$ cat config.mk
export PLATFORM = sky130hd
export DESIGN_NAME = fetch_top
export DESIGN_NICKNAME = d
export VERILOG_FILES = /design/src/source/fetch_pkg.sv /design/src/source/fetch_if.sv /design/src/source/branch_predict.sv /design/src/source/fetch_pc_gen.sv /design/src/source/fetch_top.sv
export SDC_FILE = /design/constraint.sdc
export NUM_CORES = 1
export LEC_CHECK = 0
export CAP_MARGIN = 15
export CORE_MARGIN = 2
export CORE_UTILIZATION = 60
export DETAILED_ROUTE_END_ITERATION = 12
export DONT_BUFFER_PORTS = 1
export PLACE_DENSITY = 0.83
export SLEW_MARGIN = 20
export SYNTH_ARGS = -nofsm -noshare
export SYNTH_HDL_FRONTEND = slang
export SYNTH_SLANG_ARGS = --single-unit
$ cat constraint.sdc
create_clock -name clk_i -period 5 [get_ports clk_i]
set_input_delay 1.25 -clock clk_i [delete_from_list [all_inputs] [get_ports clk_i]]
set_output_delay 1.25 -clock clk_i [all_outputs]
set_load 0.05 [all_outputs]
$ cat src/source/fetch_pkg.sv
/* Shared widths, opcodes and the instruction word views of the fetch front end.
   RV32 only. Compressed fields assume the halfword sits in bits 15:0 of the word */

`default_nettype none

package fetch_pkg;

  // Address and data width
  localparam int unsigned xlen = 32;

  // Major opcodes of uncompressed control transfers
  localparam logic [6:0] opc_branch = 7'b1100011;
  localparam logic [6:0] opc_jal    = 7'b1101111;

  // Compressed quadrant holding C.J, C.JAL, C.BEQZ and C.BNEZ
  localparam logic [1:0] c_quadrant_1 = 2'b01;

  // Compressed funct3 codes in quadrant 1
  localparam logic [2:0] c_funct3_jal  = 3'b001;
  localparam logic [2:0] c_funct3_j    = 3'b101;
  localparam logic [2:0] c_funct3_beqz = 3'b110;
  localparam logic [2:0] c_funct3_bnez = 3'b111;

  // One fetched word, read either as a full 32-bit instruction or as a halfword
  typedef union packed {
    // Uncompressed R/B/J field layout
    struct packed {
      // Bits 31:25, holds the upper immediate bits of B and J types
      logic [6:0] imm_hi;
      logic [4:0] rs2;
      logic [4:0] rs1;
      logic [2:0] funct3;
      // Bits 11:7, low immediate bits of a B type
      logic [4:0] rd;
      logic [6:0] opcode;
    } base;
    // Compressed CB layout, CJ reuses the same bits as one offset
    struct packed {
      // Next halfword, not part of a compressed instruction
      logic [15:0] hi_half;
      logic [2:0]  funct3;
      // Bits 12:10
      logic [2:0]  off_hi;
      // Bits 9:7, rs1' in CB and offset in CJ
      logic [2:0]  rs1p;
      // Bits 6:2
      logic [4:0]  off_lo;
      logic [1:0]  op;
    } comp;
  } instr_word_t;

endpackage

`default_nettype wire

$ cat src/source/fetch_if.sv
/* Fetched word and its static prediction between PC generator and predictor.
   rdata is driven by the top level straight from instruction memory */

`default_nettype none

interface fetch_if import fetch_pkg::*; ();

  // Current fetch address
  logic [xlen-1:0] pc;
  // Word returned by memory for pc, same cycle
  logic [xlen-1:0] rdata;
  // Out of reset and not stalled
  logic            valid;

  // Prediction for the word in rdata
  logic            predict_taken;
  logic [xlen-1:0] predict_pc;

  // PC generator side
  modport gen (
    output pc,
    output valid,
    input  rdata,
    input  predict_taken,
    input  predict_pc
  );

  // Predictor side
  modport pred (
    input  pc,
    input  rdata,
    input  valid,
    output predict_taken,
    output predict_pc
  );

endinterface

`default_nettype wire

$ cat src/source/branch_predict.sv
/* Static predictor, purely combinational with zero latency.
   Jumps always taken, branches taken on negative offset. JALR and C.JR/C.JALR are
   not recognized. A compressed word must sit in the low halfword of rdata */

`default_nettype none

module branch_predict import fetch_pkg::*; (
  fetch_if.pred fetch_i
);

  // Word seen through both decode views
  instr_word_t     instr;

  // Sign-extended offsets per format
  logic [xlen-1:0] imm_j;
  logic [xlen-1:0] imm_b;
  logic [xlen-1:0] imm_cj;
  logic [xlen-1:0] imm_cb;

  // Offset picked by the decoded kind
  logic [xlen-1:0] branch_imm;

  // One-hot kind, {jal, branch, c.j/c.jal, c.beqz/c.bnez}
  logic            instr_j;
  logic            instr_b;
  logic            instr_cj;
  logic            instr_cb;
  logic [3:0]      kind;

  // Conditional branch predicted backward
  logic            b_taken;

  assign instr = fetch_i.rdata;

  // JAL offset
  // imm[20|10:1|11|19:12] sits in bits 31:12
  assign imm_j = {{12{instr.base.imm_hi[6]}},
                  instr.base.rs1,
                  instr.base.funct3,
                  instr.base.rs2[0],
                  instr.base.imm_hi[5:0],
                  instr.base.rs2[4:1],
                  1'b0};

  // B-type offset
  // imm[12|10:5] in bits 31:25, imm[4:1|11] in bits 11:7
  assign imm_b = {{19{instr.base.imm_hi[6]}},
                  instr.base.imm_hi[6],
                  instr.base.rd[0],
                  instr.base.imm_hi[5:0],
                  instr.base.rd[4:1],
                  1'b0};

  // CJ offset
  // Bit order 11|4|9:8|10|6|7|3:1|5 across bits 12:2
  assign imm_cj = {{20{instr.comp.off_hi[2]}},
                   instr.comp.off_hi[2],
                   instr.comp.rs1p[1],
                   instr.comp.off_hi[0],
                   instr.comp.rs1p[2],
                   instr.comp.off_lo[4],
                   instr.comp.rs1p[0],
                   instr.comp.off_lo[0],
                   instr.comp.off_hi[1],
                   instr.comp.off_lo[3:1],
                   1'b0};

  // CB offset
  // Bits 12:10 give 8|4:3, bits 6:2 give 7:6|2:1|5
  assign imm_cb = {{23{instr.comp.off_hi[2]}},
                   instr.comp.off_hi[2],
                   instr.comp.off_lo[4:3],
                   instr.comp.off_lo[0],
                   instr.comp.off_hi[1:0],
                   instr.comp.off_lo[2:1],
                   1'b0};

  // Uncompressed kinds
  // Full opcode includes bits 1:0 == 2'b11, so never overlaps a compressed kind
  assign instr_b = (instr.base.opcode == opc_branch);
  assign instr_j = (instr.base.opcode == opc_jal);

  // Compressed kinds, quadrant 1 only
  assign instr_cb = (instr.comp.op == c_quadrant_1) &
                    ((instr.comp.funct3 == c_funct3_beqz) |
                     (instr.comp.funct3 == c_funct3_bnez));
  assign instr_cj = (instr.comp.op == c_quadrant_1) &
                    ((instr.comp.funct3 == c_funct3_j) |
                     (instr.comp.funct3 == c_funct3_jal));

  assign kind = {instr_j, instr_b, instr_cj, instr_cb};

  // Offset mux
  always_comb begin
    branch_imm = '0;
    unique case (kind)
      4'b1000: branch_imm = imm_j;
      4'b0100: branch_imm = imm_b;
      4'b0010: branch_imm = imm_cj;
      4'b0001: branch_imm = imm_cb;
      // Not a control transfer, target unused
      default: branch_imm = '0;
    endcase
  end

  // Backward branch, sign of the selected offset
  assign b_taken = (instr_b | instr_cb) & branch_imm[xlen-1];

  // Jumps always taken
  assign fetch_i.predict_taken = fetch_i.valid & (instr_j | instr_cj | b_taken);

  // PC-relative target
  assign fetch_i.predict_pc = fetch_i.pc + branch_imm;

endmodule

`default_nettype wire

$ cat src/source/fetch_pc_gen.sv
/* Fetch PC register. Memory must answer in the same cycle as the address.
   Priority is redirect, stall, predicted target, then sequential +2/+4.
   Redirect targets are taken as given, no alignment check */

`default_nettype none

module fetch_pc_gen import fetch_pkg::*; #(
  parameter logic [xlen-1:0] BOOT_ADDR = 32'h0000_1000
) (
  input  logic            clk_i,
  input  logic            rst_n_i,

  // Back-pressure from decode
  input  logic            stall_i,

  // Later-stage correction, e.g. resolved mispredict
  input  logic            redirect_i,
  input  logic [xlen-1:0] redirect_pc_i,

  // Fetch address out, word and prediction back
  fetch_if.gen            fetch_o
);

  // Current and next fetch address
  logic [xlen-1:0] pc_q;
  logic [xlen-1:0] pc_d;

  // Instruction length of the fetched word
  logic            is_compressed;
  logic [xlen-1:0] pc_step;

  // Sequential successor of pc_q
  logic [xlen-1:0] pc_seq;

  // Low bits 2'b11 mark a 32-bit instruction
  assign is_compressed = (fetch_o.rdata[1:0] != 2'b11);

  // Step 2 for a halfword, 4 for a full word
  assign pc_step = is_compressed ? xlen'(2) : xlen'(4);

  assign pc_seq = pc_q + pc_step;

  // Next PC selection
  always_comb begin
    if (redirect_i) begin
      // Redirect wins over everything else
      pc_d = redirect_pc_i;
    end else if (stall_i) begin
      // Hold while decode is busy
      pc_d = pc_q;
    end else if (fetch_o.predict_taken) begin
      // Follow the static prediction
      pc_d = fetch_o.predict_pc;
    end else begin
      pc_d = pc_seq;
    end
  end

  // PC register
  // Boot address loaded on every reset cycle
  always_ff @(posedge clk_i) begin
    if (!rst_n_i) begin
      pc_q <= BOOT_ADDR;
    end else begin
      pc_q <= pc_d;
    end
  end

  assign fetch_o.pc = pc_q;

  // Word at pc_q is usable only out of reset and not stalled
  // Also gates predict_taken inside the predictor
  assign fetch_o.valid = rst_n_i & ~stall_i;

endmodule

`default_nettype wire

$ cat src/source/fetch_top.sv
/* Fetch front end with static branch prediction, RV32 with compressed support.
   External instruction memory returns the whole instruction at any halfword
   address in the same cycle. JALR-type jumps are not predicted */

`default_nettype none

module fetch_top import fetch_pkg::*; #(
  parameter logic [xlen-1:0] BOOT_ADDR = 32'h0000_1000
) (
  input  logic            clk_i,
  input  logic            rst_n_i,

  // Pipeline control
  input  logic            stall_i,
  input  logic            redirect_i,
  input  logic [xlen-1:0] redirect_pc_i,

  // Instruction memory, zero latency
  output logic [xlen-1:0] imem_addr_o,
  input  logic [xlen-1:0] imem_rdata_i,

  // Fetched instruction to decode
  output logic [xlen-1:0] fetch_pc_o,
  output logic [xlen-1:0] fetch_instr_o,
  output logic            fetch_valid_o,

  // Static prediction for the fetched instruction
  output logic            predict_taken_o,
  output logic [xlen-1:0] predict_pc_o
);

  // Shared fetch bundle
  fetch_if fetch_bus ();

  // Memory word goes straight onto the bundle
  assign fetch_bus.rdata = imem_rdata_i;

  // PC register and next-PC selection
  fetch_pc_gen #(
    .BOOT_ADDR     (BOOT_ADDR)
  ) u_fetch_pc_gen (
    .clk_i         (clk_i),
    .rst_n_i       (rst_n_i),
    .stall_i       (stall_i),
    .redirect_i    (redirect_i),
    .redirect_pc_i (redirect_pc_i),
    .fetch_o       (fetch_bus)
  );

  // Decode and target calculation
  branch_predict u_branch_predict (
    .fetch_i (fetch_bus)
  );

  // Memory address is the current PC
  assign imem_addr_o     = fetch_bus.pc;

  // Outputs to decode
  assign fetch_pc_o      = fetch_bus.pc;
  assign fetch_instr_o   = fetch_bus.rdata;
  assign fetch_valid_o   = fetch_bus.valid;
  assign predict_taken_o = fetch_bus.predict_taken;
  assign predict_pc_o    = fetch_bus.predict_pc;

endmodule

`default_nettype wire

# Word level (Yosys, flattened, before mapping)
# Index checks and enable logic that the tools add are counted.
# Widths: inputs -> output; s select.
[op_classes]
n_addsub = 2
eq_ne = 13
muxes = 5
n_bitwise = 11
[ops]
columns = ["operator", "count"]
rows = [
  ["$pmux 32 s4", 1],
  ["$mux 32", 3],
  ["$add 32x32->32", 2],
  ["$eq 7x7->1 const B", 2],
  ["$eq 3x3->1 const B", 3],
  ["$and 1x1->1", 5],
  ["$or 1x1->1", 5],
  ["$eq 4x1->1 const B", 1],
  ["$eq 4x2->1 const B", 1],
  ["$eq 4x3->1 const B", 1],
  ["$eq 4x4->1 const B", 1],
  ["$eq 3x1->1 const B", 1],
  ["$mux 3", 1],
  ["$eq 2x1->1 const B", 1],
  ["$ne 2x1->1 const B", 1],
  ["$ne 2x2->1 const B", 1],
  ["$not 1->1", 1],
]
[word_totals]
input_bits = 68
elab_cells = 32
regBits = 32
output_inout_bits = 130

# Logic depth before layout (Yosys ltp)
[logic_depth]
depth_word = 11
mapped_depth = 16
depth_no_buf = 16

# Modules after synthesis
# A second synthesis with hierarchy kept.
[unflattened]
cells_unflattened = 688
hier_area_um2 = 5026.1
[modules_own_cells]
columns = ["module", "area_per_inst_um2", "instances", "seq_area_each_um2", "cells_each"]
rows = [
  ["fetch_pc_gen", 2398.6, 1, 640.6, 327],
  ["branch_predict", 2147.1, 1, 0.0, 297],
  ["fetch_top", 480.5, 1, 0.0, 64],
]

# Worst setup path after synthesis
# OpenSTA, ideal clock, no wires.
[synth_path]
path_kind = "input to output"
from = "input imem_rdata_i[1]"
to = "output predict_pc_o[28]"
arrival_time_ns = 4.696
t_required_ns = 3.750
path_stages = 12
setup_slack_ns = -0.946
n_path_buf = 1
path_cell_list = "and4b_1 and3_1 clkbuf_1 a221o_1 ha_1 a41o_1 a221oi_2 o31ai_2 a31o_4 a2111oi_4 o31ai_1 xnor2_1"
[synth_between]
elab_chain_len = 5
elab_cells_between_ends = 11
cone_classes = "1 x add/sub; 7 x eq/ne; 1 x mux; 2 x bitwise"
[synth_lines]
columns = ["element", "line", "rtl"]
rows = [
  ["start: declaration", "fetch_top.sv:20", "input logic [xlen-1:0] imem_rdata_i,"],
  ["$eq 2x1->1", "branch_predict.sv:84, branch_predict.sv:87", ""],
  ["$and 1x1->1, on equally long branches", "branch_predict.sv:84, branch_predict.sv:87", ""],
  ["$eq 4x1->1, or another cell as far along", "branch_predict.sv:96", "unique case (kind)"],
  ["$pmux 32 s4 (*)", "branch_predict.sv:96", ""],
  ["$add 32x32->32 (*)", "branch_predict.sv:113", "assign fetch_i.predict_pc = fetch_i.pc + branch_imm;"],
  ["end: declaration", "fetch_top.sv:29", "output logic [xlen-1:0] predict_pc_o"],
]
# Every way passes the cells marked *; elsewhere a longest branch is shown, timed or not.

# Worst setup path after layout
[layout_path]
from = "input imem_rdata_i[1]"
to = "output predict_pc_o[26]"
# Same word-level chain as after synthesis.

==> out/metrics.cfg <==
[outcome]
status=complete, but fails checks
failed_checks=negative setup slack

[floorplan]
dieArea_um2=8290
die_h_um=91.1
placementRows=31
io_pins=198
start_util_pct=62.4
core-area_um2=7290
die_width_um=91.1

[route]
num_vias=5900
post_drt_wl_per_cell_um=25.1
drcViolationCount=0
drt-initial-drc-count=652
dr.pass1.iters=8
avgViaCountPerCell=7.26
ant_nets=0
routed_wl_mm=20.4

[synth]
ys_top_cells_by_count=78 x nand2_1, 68 x a21oi_1, 66 x buf_4
ys_seq_area_share_pct=14.1
ys_warn_count=0
synth-compound-area-share_pct=32.9
syn-cell-area_um2=4550
yosys.area_share.simple_pct=21.2
yosysMostFrequentCell=nand2_1
synth_area_leaders=dfxtp_1 14%, buf_4 11%, ha_1 8.8%, a21oi_1 7.5%, nand2_1 6.4%
synthMuxAreaShare_pct=0.440
synth_area_per_cell_um2=6.98
synth_top_flop_cell=dfxtp_1
yosys.area.top_type_share_pct=14.1
synth_fa_ha_area_share_pct=9.24
ys_async_sr_fraction_pct=0
synth_seq_cells=32
synth_top_area_cell=dfxtp_1
ys_types=72
synth_top_family_by_area=compound AO/OA/AOI/OAI gates
synth_edf_count=0
syn-num-nets=753
syn_inst=652
synth-xor-area-share_pct=7.13

[layout]
final_core_util_pct=86.3
multi_input_area_um2=3980
largest_reg_flops=32
fin_area_um2=6290
drive_above_1_share_pct=33.8
register_area_um2=641
nNetsFinal=814
final.fill_count=383
areaGrowthSynthToFinish_pct=38.3
diodes=0

[grt]
grt_max_degree=58
grt-ovfl-total=0
first_global_vias=5724
grt_pass1_wl_mm=29.4
grtUsageTotal_pct=44.1
antenna_found_initial=0

[timing]
fmax_mhz=175
relSlewSlack_pct=40.5
min_period_ns=5.70
tightest_slew_ns=0.884
finalClockSkew_ns=0.00745
fin_ws_ns=-0.700
hold_viol=0
setup_tns_ns=-9.38
finalSetupViolCount=22
drv_slew=0
period_share_pct=114
grt_setup_unrepaired=true
hold_slack_ns=0.814

[cts]
clkSlewWorstSetupHoldPaths_ns=0.08
htreeDepth=2
cts_buffers=5
clockRootBuffer=clkbuf_8
clk_latency_ns=0.32
clock_tree.buffer_depth=2
cts_tree=done
cts_sinks=32
cts_hold_buf=0

[critical_path]
r2r_start=u_fetch_pc_gen.fetch_o.pc[2]
slowest_delay_ns=0.42
cp_common_cell=buf_4
worst-endpoint-arrival_ns=4.45
crit_buf_inv=3
crit_chain=and4b_2 > and4_4 > buf_4 > a222oi_1 > inv_1 > ha_1 > a21oi_1 > o21a_1 > o21ai_0 > a31o_4 > a2111oi_4 > buf_4 > nor2_2 > xor2_4
cp.required_ns=3.75
r2r_slack_ns=1.66
setup.worst_path.start_class=input port
r2r_end=u_fetch_pc_gen.fetch_o.pc[31]
path_max_fanout=11
rr_worst_depth=12
crit_type=in -> out
crit_family=compound AO/OA/AOI/OAI gates
crit_slowest_cell=xor2_4
critPathCaptureType=primary output

[placement]
dpl_cell_area_um2=5740
port_buffers=0
gp_congestion=0.958
post-dp-hpwl_mm=13.1

[worst_hold_path]
hold_depth=3
hold_path.class=reg -> reg
min_to=u_fetch_pc_gen.fetch_o.pc[13]
min_from=u_fetch_pc_gen.fetch_o.pc[13]

[power_and_ir_drop]
fin_total_pwr_mw=1.24
irDropWorstVdd_v=0.000178
p_leak_nw=2.99
pwr-share-clk_pct=22.1
intPower_uw=645
p_comb_share_pct=54.9
sw_frac_of_total_pct=48.0
p_seq_share_pct=23.0
power_switching_uw=595
power_density_nw_per_um2=197

[run]
drv_cap=0

worst register-to-register path, delay by kind of cell (launching register included):
family | cells | cell delay (ns)
buf+inv | 1 | 0.38
flops | 1 | 0.48
compound gates | 3 | 0.35
fa+ha+maj | 1 | 0.16
simple gates | 5 | 1.52
xor+xnor | 2 | 0.34
per-stage QoR:
stage                     setup slack [ns]  instances
after floorplan                     -0.491        652
after global placement              -0.600        792
after detailed placement            -0.715        792
after CTS                           -0.603        805
after global routing                -0.804        813
final                               -0.700        813
cell families after synthesis:
kind of cell | count (synthesis)
AOI/OAI and AO/OA | 227
xor gates and xnor gates | 37
adders and majority gates | 33
buffers and inverters | 115
DFF | 32
muxes | 2
and+or+nand+nor | 206
metal layers:
| metal | wire, µm | global-route usage, % | vias to the layer above |
|---|---|---|---|
| li1 | - | - | 2404 |
| met4 | 1890 | 31.6 | 0 |
| met1 | 6400 | 46.7 | 2741 |
| met5 | 0 | 0 | - |
| met3 | 2490 | 9.79 | 172 |
| met2 | 9600 | 76.7 | 583 |
worst max path at each step:
| stage | endpoint | cells after the start | from |
|---|---|---|---|
| after floorplan | predict_pc_o[30] | 13 | imem_rdata_i[1] |
| after global placement | predict_pc_o[25] | 15 | imem_rdata_i[14] |
| after detailed placement | predict_pc_o[25] | 15 | imem_rdata_i[4] |
| after CTS | predict_pc_o[26] | 13 | imem_rdata_i[1] |
| after global routing | predict_pc_o[26] | 14 | imem_rdata_i[1] |
| final | predict_pc_o[26] | 14 | imem_rdata_i[1] |
layout by cell type, fill, tap and decap left out, types with 4 or more instances in the layout:
cell type,count
a211o_1,4
a21o_1,20
a21oi_1,58
a21oi_2,6
a21oi_4,4
a222oi_1,4
a31oi_1,12
and2_1,8
and3_1,13
buf_12,15
buf_4,120
buf_6,14
clkbuf_8,5
dfxtp_1,32
ha_1,26
ha_4,5
inv_1,18
nand2_1,75
nand3_1,17
nand4_1,5
nor2_1,48
nor2b_1,5
nor3_1,4
o21a_1,6
o21ai_0,43
o221ai_1,6
o22ai_1,8
xnor2_1,7
xnor2_2,4
xnor2_4,8
xor2_1,6
xor2_2,5
xor2_4,7
power groups by stage:
| stage | combinational, mW | sequential [mW] | clock, mW |
|---|---|---|---|
| 5_1_grt | 0.701 | 0.287 | 0.285 |
| 2_1_floorplan | 0.463 | 0.363 | 0 |
| 3_3_place_gp | 0.616 | 0.289 | 0 |
| 3_5_place_dp | 0.631 | 0.290 | 0 |
| 4_1_cts | 0.648 | 0.284 | 0.266 |
| 6_report | 0.680 | 0.285 | 0.274 |
cell type report:
cell class              count  area share, %
repair buffers            149           21.6
clock buffers               5           1.09
flip-flops and latches     32           10.2
multi-input cells         505           63.3
inverters                  20           1.19
well taps                  99           1.97
clock inverters             3          0.676
repair_timing:
item | 4_1_cts | 5_1_grt
pin swaps | 27 | 29
endpoints found under the setup margin | 23 | 24
cloned | 0 | 0
gates resized for setup | 36 | 31
setup buffers | 6 | 11
hold endpoints to repair | 0 | 0
No activity file was read; power rests on OpenSTA's default activity.
